**src/hw/decodePkg.sv**
```systemverilog
// ==============================
// Decoder shared definitions
// Opcodes, register numbers, operating modes, stage records
// and the instruction field accessors
// ==============================
`default_nettype none

package decodePkg;

	// Raw 32-bit instruction word
	typedef logic [31:0] instr_t;
	// Architectural register number, bank in the top two bits
	typedef logic [6:0] aregNum_t;
	// Physical register number after banking
	typedef logic [7:0] pregNum_t;
	// Register index inside one bank
	typedef logic [4:0] regIdx_t;
	// Branch register index, only eight of them exist
	typedef logic [2:0] brIdx_t;
	typedef logic [1:0] bank_t;

	localparam bank_t BANK_INT = 2'b00;
	localparam bank_t BANK_FLT = 2'b01;
	localparam bank_t BANK_BR = 2'b10;
	localparam bank_t BANK_SYS = 2'b11;

	// Banked integer registers start here in the physical file
	localparam pregNum_t BANKED_BASE = 8'd128;

	// ==============================
	// Opcodes and modes
	// ==============================
	typedef enum logic [6:0] {
		OP_NOP = 7'h00,
		OP_IMM = 7'h01,
		OP_ADD = 7'h04,
		OP_AND = 7'h08,
		OP_OR = 7'h09,
		OP_XOR = 7'h0A,
		OP_FLT = 7'h0C,
		OP_CSR = 7'h0D,
		OP_BCC = 7'h10,
		OP_MOV = 7'h12,
		OP_LOAD = 7'h20,
		OP_STORE = 7'h24
	} opcode_t;

	typedef enum logic [1:0] {
		MODE_USER = 2'd0,
		MODE_SUPER = 2'd1,
		MODE_HYPER = 2'd2,
		MODE_MACHINE = 2'd3
	} opMode_t;

	// Output of the prefix stage, 34 bits
	typedef struct packed {
		logic valid;
		instr_t instr;
		logic hasImma;
	} prefixOut_t;

	// Output of the field decode stage
	typedef struct packed {
		logic valid;
		instr_t instr;
		aregNum_t archRs1;
		aregNum_t archRd;
		logic rs1Zero;
	} fieldOut_t;

	// ==============================
	// Field accessors
	// ==============================
	// Codes outside the opcode list decode as a NOP
	function automatic opcode_t opcodeOf(input instr_t ir);
		case (ir[6:0])
		OP_IMM, OP_ADD, OP_AND, OP_OR, OP_XOR, OP_FLT,
		OP_CSR, OP_BCC, OP_MOV, OP_LOAD, OP_STORE:
			return opcode_t'(ir[6:0]);
		default:
			return OP_NOP;
		endcase
	endfunction

	function automatic regIdx_t rdField(input instr_t ir);
		return ir[11:7];
	endfunction

	function automatic regIdx_t rs1Field(input instr_t ir);
		return ir[16:12];
	endfunction

	// The branch register overlays the low bits of the Rs1 field
	function automatic brIdx_t brField(input instr_t ir);
		return ir[14:12];
	endfunction

	// MOV bank select flag and the bank it names
	function automatic logic movBankSel(input instr_t ir);
		return ir[31];
	endfunction

	function automatic bank_t movBank(input instr_t ir);
		return ir[23:22];
	endfunction

	// MOVEMD flag and the mode it forces
	function automatic logic moveMdFlag(input instr_t ir);
		return ir[28];
	endfunction

	function automatic opMode_t moveMdMode(input instr_t ir);
		return opMode_t'(ir[25:24]);
	endfunction

endpackage

`default_nettype wire

```
**src/hw/decodeTop.sv**
```systemverilog
// ==============================
// Register operand decoder
// Three-stage pipeline from raw instruction to physical registers
// ==============================
`timescale 1ns/1ps
`default_nettype none

module decodeTop #(
	parameter int bankedRegs = 4
) (
	input wire logic clk,
	input wire logic arstN,
	input wire logic instrValid,
	input wire decodePkg::instr_t instr,
	input wire decodePkg::opMode_t om,
	output logic outValid,
	output decodePkg::pregNum_t rs1Phys,
	output decodePkg::pregNum_t rdPhys,
	output logic rs1Zero,
	output logic exc
);

	import decodePkg::*;

	// Stage records between the pipeline registers
	prefixOut_t prefixBus;
	fieldOut_t fieldBus;

	// Stage one drops prefixes and tags their successor
	prefixStage u_prefix (
		.clk(clk),
		.arstN(arstN),
		.instrValid(instrValid),
		.instr(instr),
		.stageOut(prefixBus)
	);

	// Stage two pulls out the register fields
	regFieldDecode u_field (
		.clk(clk),
		.arstN(arstN),
		.stageIn(prefixBus),
		.stageOut(fieldBus)
	);

	// Stage three applies the mode banking
	regMapStage #(
		.bankedRegs(bankedRegs)
	) u_map (
		.clk(clk),
		.arstN(arstN),
		.om(om),
		.stageIn(fieldBus),
		.outValid(outValid),
		.rs1Phys(rs1Phys),
		.rdPhys(rdPhys),
		.rs1Zero(rs1Zero),
		.exc(exc)
	);

endmodule

`default_nettype wire

```
**src/hw/prefixStage.sv**
```systemverilog
// ==============================
// Prefix stage
// Registers incoming instructions, swallows immediate prefixes
// and tags the instruction that follows one
// ==============================
`timescale 1ns/1ps
`default_nettype none

module prefixStage (
	input wire logic clk,
	input wire logic arstN,
	input wire logic instrValid,
	input wire decodePkg::instr_t instr,
	output decodePkg::prefixOut_t stageOut
);

	import decodePkg::*;

	// Set by a prefix, consumed by the next real instruction
	logic pendingImma;
	logic validQ;
	instr_t instrQ;
	logic hasImmaQ;
	logic isPrefix;

	// Only the opcode matters for prefix detection
	assign isPrefix = (opcodeOf(instr) == OP_IMM);

	// Control state, cleared by reset
	always_ff @(posedge clk or negedge arstN)
	begin
		if (!arstN)
		begin
			pendingImma <= 1'b0;
			validQ <= 1'b0;
		end
		else
		begin
			// A prefix never leaves the stage
			validQ <= instrValid && !isPrefix;
			if (instrValid)
				pendingImma <= isPrefix;
		end
	end

	// Payload follows the valid strobe only
	always_ff @(posedge clk)
	begin
		if (instrValid && !isPrefix)
		begin
			instrQ <= instr;
			// The pending flag carries over onto this instruction
			hasImmaQ <= pendingImma;
		end
	end

	assign stageOut.valid = validQ;
	assign stageOut.instr = instrQ;
	assign stageOut.hasImma = hasImmaQ;

endmodule

`default_nettype wire

```
**src/hw/regFieldDecode.sv**
```systemverilog
// ==============================
// Register field decode stage
// Extracts architectural Rs1 and Rd by opcode class
// and flags a zero source register
// ==============================
`timescale 1ns/1ps
`default_nettype none

module regFieldDecode (
	input wire logic clk,
	input wire logic arstN,
	input wire decodePkg::prefixOut_t stageIn,
	output decodePkg::fieldOut_t stageOut
);

	import decodePkg::*;

	opcode_t op;
	regIdx_t rs1Idx;
	regIdx_t rdIdx;
	brIdx_t brIdx;
	aregNum_t archRs1;
	aregNum_t archRd;

	logic validQ;
	instr_t instrQ;
	aregNum_t rs1Q;
	aregNum_t rdQ;
	logic rs1ZeroQ;

	assign op = opcodeOf(stageIn.instr);
	assign rs1Idx = rs1Field(stageIn.instr);
	assign rdIdx = rdField(stageIn.instr);
	assign brIdx = brField(stageIn.instr);

	// ==============================
	// Source register
	// ==============================
	always_comb
	begin
		archRs1 = '0;
		// With an immediate attached the Rs1 slot holds immediate bits
		if (!stageIn.hasImma)
		begin
			case (op)
			OP_ADD, OP_AND, OP_OR, OP_XOR, OP_LOAD, OP_STORE:
				archRs1 = {BANK_INT, rs1Idx};
			OP_FLT:
				archRs1 = {BANK_FLT, rs1Idx};
			OP_CSR:
				archRs1 = {BANK_SYS, rs1Idx};
			OP_BCC:
				// Branch registers 0 and 7 are hardwired, no read needed
				if (brIdx != 3'd0 && brIdx != 3'd7)
					archRs1 = {BANK_BR, 2'b00, brIdx};
			OP_MOV:
				// A MOV may reach into any bank when bit 31 is set
				if (movBankSel(stageIn.instr))
					archRs1 = {movBank(stageIn.instr), rs1Idx};
				else
					archRs1 = {BANK_INT, rs1Idx};
			default:
				archRs1 = '0;
			endcase
		end
	end

	// ==============================
	// Destination register
	// ==============================
	always_comb
	begin
		case (op)
		OP_ADD, OP_AND, OP_OR, OP_XOR, OP_LOAD, OP_MOV:
			archRd = {BANK_INT, rdIdx};
		OP_FLT:
			archRd = {BANK_FLT, rdIdx};
		// Stores, branches and CSR ops write no register here
		default:
			archRd = '0;
		endcase
	end

	always_ff @(posedge clk or negedge arstN)
	begin
		if (!arstN)
			validQ <= 1'b0;
		else
			validQ <= stageIn.valid;
	end

	always_ff @(posedge clk)
	begin
		if (stageIn.valid)
		begin
			instrQ <= stageIn.instr;
			rs1Q <= archRs1;
			rdQ <= archRd;
			rs1ZeroQ <= (archRs1 == '0);
		end
	end

	assign stageOut.valid = validQ;
	assign stageOut.instr = instrQ;
	assign stageOut.archRs1 = rs1Q;
	assign stageOut.archRd = rdQ;
	assign stageOut.rs1Zero = rs1ZeroQ;

endmodule

`default_nettype wire

```
**src/hw/regMapStage.sv**
```systemverilog
// ==============================
// Register map stage
// Maps architectural registers to physical numbers by mode
// and flags system registers used below machine mode
// ==============================
`timescale 1ns/1ps
`default_nettype none

module regMapStage #(
	parameter int bankedRegs = 4
) (
	input wire logic clk,
	input wire logic arstN,
	input wire decodePkg::opMode_t om,
	input wire decodePkg::fieldOut_t stageIn,
	output logic outValid,
	output decodePkg::pregNum_t rs1Phys,
	output decodePkg::pregNum_t rdPhys,
	output logic rs1Zero,
	output logic exc
);

	import decodePkg::*;

	// First integer register that has a copy per mode
	localparam int bankedFirst = 32 - bankedRegs;

	opMode_t effMode;
	pregNum_t rs1Map;
	pregNum_t rdMap;
	logic rs1Fault;
	logic rdFault;

	// One map serves both operands so they always agree on banking
	function automatic pregNum_t mapReg(input aregNum_t r, input opMode_t mode,
		output logic fault);
		int slot;
		fault = 1'b0;
		slot = int'(BANKED_BASE) + int'(mode) * bankedRegs + int'(r[4:0]) - bankedFirst;
		if (r[6:5] == BANK_INT && int'(r[4:0]) >= bankedFirst)
			return pregNum_t'(slot);
		if (r[6:5] == BANK_SYS && mode != MODE_MACHINE)
		begin
			// System registers are reachable from machine mode only
			fault = 1'b1;
			return '0;
		end
		return {1'b0, r};
	endfunction

	always_comb
	begin
		// MOVEMD runs its operands in the mode it names
		effMode = om;
		if (opcodeOf(stageIn.instr) == OP_MOV && moveMdFlag(stageIn.instr))
			effMode = moveMdMode(stageIn.instr);
		rs1Map = mapReg(stageIn.archRs1, effMode, rs1Fault);
		rdMap = mapReg(stageIn.archRd, effMode, rdFault);
	end

	always_ff @(posedge clk or negedge arstN)
	begin
		if (!arstN)
		begin
			outValid <= 1'b0;
			exc <= 1'b0;
		end
		else
		begin
			outValid <= stageIn.valid;
			exc <= stageIn.valid && (rs1Fault || rdFault);
		end
	end

	always_ff @(posedge clk)
	begin
		if (stageIn.valid)
		begin
			rs1Phys <= rs1Map;
			rdPhys <= rdMap;
			rs1Zero <= stageIn.rs1Zero;
		end
	end

endmodule

`default_nettype wire

```
**config.mk**
```make
export PLATFORM = sky130hd
export DESIGN_NAME = decodeTop
export DESIGN_NICKNAME = d
export VERILOG_FILES = /design/src/hw/decodePkg.sv /design/src/hw/decodeTop.sv /design/src/hw/prefixStage.sv /design/src/hw/regFieldDecode.sv /design/src/hw/regMapStage.sv
export SDC_FILE = /design/constraint.sdc
export NUM_CORES = 1
export LEC_CHECK = 0
export BUFFER_PORTS_ARGS = -buffer_cell sky130_fd_sc_hd__buf_2
export CORE_ASPECT_RATIO = 1.5
export CORE_MARGIN = 2
export CORE_UTILIZATION = 61
export DETAILED_ROUTE_END_ITERATION = 10
export PLACE_DENSITY = 0.84
export SLEW_MARGIN = 10
export SYNTH_ARGS = -nofsm -noshare
export SYNTH_HDL_FRONTEND = slang
export SYNTH_HIERARCHICAL = 1
export SYNTH_SLANG_ARGS = --single-unit
```
**constraint.sdc**
```tcl
create_clock -name clk -period 7.5 [get_ports clk]
set_clock_uncertainty 0.1 [all_clocks]
set_input_delay 1.5 -clock clk [delete_from_list [all_inputs] [get_ports clk]]
set_output_delay 1.5 -clock clk [all_outputs]
set_load 0.005 [all_outputs]
```
== Word-level counts from Yosys, hierarchy flattened ==
Index checks and enable logic that the tools add are counted.
Widths: inputs -> output; s select.
Word-level totals
  bits in registers: 99
  input bits: 37
Operators by class
  add/sub/neg operators: 5
  magnitude comparators: 2
  equal/unequal tests: 49
  mux-type cells: 25
  reduce and logical (&&, ||, !) cells: 19
Operators by type and width (count)
  $eq 7x4->1 const B: 20
  $mux 8: 8
  $eq 7x5->1 const B: 9
  $eq 7x6->1 const B: 8
  $mux 7: 6
  $pmux 7 s5: 1
  $reduce_or 11->1: 3
  $eq 7x1->1 const B: 4
  $eq 7x3->1 const B: 4
  $add 8x6->8: 2
  $sub 8x6->8 const B: 2
  $pmux 6 s2: 1
  $reduce_or 6->1: 2
  $ge 5x5->1 const B: 2
  $add 8x4->8 const A: 1
  $logic_and 1x1->1: 8
  $mux 1: 8
  $logic_not 7->1: 1
  $eq 2x2->1 const B: 2
  $logic_not 2->1: 2
  $ne 3x3->1 const B: 1
  $reduce_bool 3->1: 1
  $mux 2: 1
  $ne 2x2->1 const B: 1
  other kinds (2): 2

== Logic depth before layout (Yosys ltp) ==
  depth after elaboration: 13
  depth in mapped cells: 9

== By module ==
Netlist, hierarchy kept.
Modules (own cells, without submodules)
  regFieldDecode: instances 1, cells each 112, area each 1859.3 µm², seq. area each 1406.3 µm²
  prefixStage: instances 1, cells each 42, area each 1097.3 µm², seq. area each 1041.0 µm²
  regMapStage: instances 1, cells each 90, area each 1078.5 µm², seq. area each 560.5 µm²

== Worst setup path after synthesis ==
OpenSTA, ideal clock, no wires.
  kind: input port to flip-flop
  from: in om[1]
  to: reg u_map.rs1Phys[5], data pin
  setup time: 261 ps
  arrival: 2941 ps
  data required time: 7139 ps
  slack: 4198 ps
  stages on the path: 6
  buffers on the path: 0
  path through: mux2_2 > ha_1 > ha_1 > inv_1 > fa_1 > a221o_2
Between the ends
  cells in the longest elaborated chain, start to end: 8
  elaborated cells on any way between the ends: 12
  those cells by class: add/sub (3); eq/ne (1); mux (7); reduce/logical (1)
RTL lines
  from (decl): RTL line decodeTop.sv:15  | input wire decodePkg::opMode_t om,
  $mux 2 (*): RTL line regMapStage.sv:55  | if (opcodeOf(stageIn.instr) == OP_MOV && moveMdFlag(stageIn.instr))
  $add 8x4->8: RTL line regMapStage.sv:39  | slot = int'(BANKED_BASE) + int'(mode) * bankedRegs + int'(r[4:0]) - bankedFirst;
  $add 8x6->8: RTL line regMapStage.sv:39
  $sub 8x6->8: RTL line regMapStage.sv:39
  $mux 8: RTL line regMapStage.sv:40  | if (r[6:5] == BANK_INT && int'(r[4:0]) >= bankedFirst)
  $mux 8: RTL line regMapStage.sv:42  | if (r[6:5] == BANK_SYS && mode != MODE_MACHINE)
  $mux 8: RTL line regMapStage.sv:48  | return {1'b0, r};
  $mux 8 (*): RTL line regMapStage.sv:42
  named net u_map.rs1Map[5]: RTL line regMapStage.sv:29  | pregNum_t rs1Map;
  to (signal assigned): RTL line regMapStage.sv:79  | rs1Phys <= rs1Map;
  to (decl): RTL line regMapStage.sv:17  | output decodePkg::pregNum_t rs1Phys,
Mark *: on every way through the listed nets, which the timed path passes. The rest lies on a longest branch. The select of a mux whose other input is x is not followed.
A chain may end at the register's enable or synchronous reset.

== Final worst setup path ==
Same ends and word-level chain as after synthesis.

==> metrics <==
status finished, final reports clean; Slew Viols, Final 0; H-tree levels 3; Core Util, Final 74.6%; area of the core 4850 um^2; routed metal-1 wire length 1880 um; per-cell routed wire length 15.2 um; Hold Buf Count CTS 0; chip height 91.4 um; mapped cell area 3100 um^2; depth of the most critical reg-to-reg path 8; Overflow after GRT 0; Final min period 3.23 ns; setup bufs post-CTS 0; critical path endpoint u_map/rs1Phys[5]; syn_nets 258; DP Wirelength 3630 um; Worst Setup Path Type in2reg; pwr dens 258 nW/um^2; number of antenna violations at the first check in global routing 0; clock root buffer master clkbuf_8; Worst-Skew Late Latency 0.33 ns; number of CTS-inserted buffers 9; design area 3620 um^2; DRT antenna net count 0; Pre-Repair DR Iteration Count 4; total of max-cap violations 0; DR WL met2 2770 um; dpl cell area 3350 um^2; Detailed Route Iter0 Violations 92; CTS tree yes; DIE WIDTH 62.2 um; worst r2r src u_field/instrQ[0]; Placer Congestion 0.809; Detailed Route WL 5030 um; I/O pin count 56; worst hold path class reg2reg; layout cells sized above 1 30.9%; CP bufs+invs 2; fin nets 305; post-CTS sizing 0; Top Family by Delay on Critical Path adder cells; WL met3 190 um; worst slew pin tran 1.10 ns; Arrival @ worst endpoint 3.20 ns; area growth from synthesis to layout 16.6%; Critical Path Sink Type flip-flop; Worst Setup SP om[1]; clk buf depth 2; Worst R2R Setup Slack 4.50 ns; vias per cell 5.66; Startpoint Class input port; Clock Pin Slew Worst Setup and Hold Paths 0.07 ns; GRT Total Usage 19.7%; leakage power 1.42 nW; Worst path slowest cell fa_1; largest net degree at the start of global routing 26; Avg Inst Size Synth 14.6 um^2; worst vdd ir 224 uV; delay of the slowest critical-path stage 0.40 ns; final setup vio count 0; remaining routing DRC violations 0; cells after synthesis 213; first-pass GRT wire length 8350 um; final critical-path share of the clock period 43.0%; Die ar. 5690 um^2; CTS Sinks 70; ant diodes 0; Worst R2R End u_map/rs1Phys[5]; CP dominant cell by count ha_1; critical path depth 7; Max-slew headroom 26.6%; Overall Power 0.000932 W; maximum clock rate 310 MHz; Worst EP required 7.48 ns; setup TNS 0 ns; Cell Rows 31; vias in the first global route 1839; highest routed metal layer met4; DR vias 1875; hold_ws 0.324 ns; Starting Density 64.0%; RSZ-0062 raised after global routing no; Critical Path Fanout Max 4; Final Hold Fails 0; worst-path cell chain buf_2, mux2_2, ha_1, ha_1, inv_1, fa_1, a221o_2; Ys Warns 6; port buffer count 46
==> flip-flops by register name, summed over array words and instances, names as in the netlist <==
| signal | cells |
|---|---|
| u_map/exc | 1 |
| u_prefix/validQ | 1 |
| u_field/rs1Q | 7 |
| u_field/rdQ | 6 |
| u_map/rs1Zero | 1 |
| u_map/rdPhys | 8 |
| u_prefix/pendingImma | 1 |
| u_map/outValid | 1 |
| u_prefix/hasImmaQ | 1 |
| u_map/rs1Phys | 8 |
| u_field/validQ | 1 |
| u_prefix/instrQ | 23 |
| u_field/rs1ZeroQ | 1 |
| u_field/instrQ | 10 |
==> report_power, final <==
part / internal (W) / leakage (nW) / switching [W]
Sequential: 0.000459 / 0.700 / 0.0000220
Combinational: 0.0000291 / 0.582 / 0.0000294
Clock: 0.000263 / 0.132 / 0.000129
Total: 0.000751 / 1.42 / 0.000181
==> cell type report <==
type | instances | area [um^2]
sequential | 70 | 2080
fill | 313 | 1230
multi-input combinational | 121 | 913
timing repair buffer | 46 | 230
clock buffer | 10 | 138
clock inverter | 6 | 133
tap | 66 | 82.6
inverter | 12 | 45.0
==> how the worst min path moves through the flow <==
stage,from,slack (ns),end,depth (start not counted)
2_1_floorplan,u_prefix/instrQ[24],0.30,u_field/instrQ[24],0
3_3_place_gp,u_prefix/instrQ[24],0.30,u_field/instrQ[24],0
3_5_place_dp,u_prefix/instrQ[28],0.31,u_field/instrQ[28],0
4_1_cts,u_prefix/instrQ[25],0.32,u_field/instrQ[25],0
5_1_grt,u_prefix/instrQ[28],0.32,u_field/instrQ[28],0
6_report,u_prefix/instrQ[28],0.32,u_field/instrQ[28],0
==> through the flow <==
step                std cells  setup slack, ns
CTS                       331             4.31
finish                    331             4.27
global route              331             4.26
floorplan                 213             4.20
global placement          315             3.99
detailed placement        315             3.97
==> placed cells by master (no fill, tap or decap), types with 6 or more instances in the layout <==
cell type	count
nand2_1	16
nor2_1	8
edfxtp_1	65
and2_1	7
nor2b_1	6
buf_2	46
clkbuf_8	10
inv_1	12
o22ai_1	6
ha_1	6
==> layer usage <==
layer,global-route usage [%],up-vias
li1,-,912
met1,20.3,891
met2,34.7,61
met3,4.58,11
met5,0,-
met4,14.4,0
(Power assumes the default switching activity.)
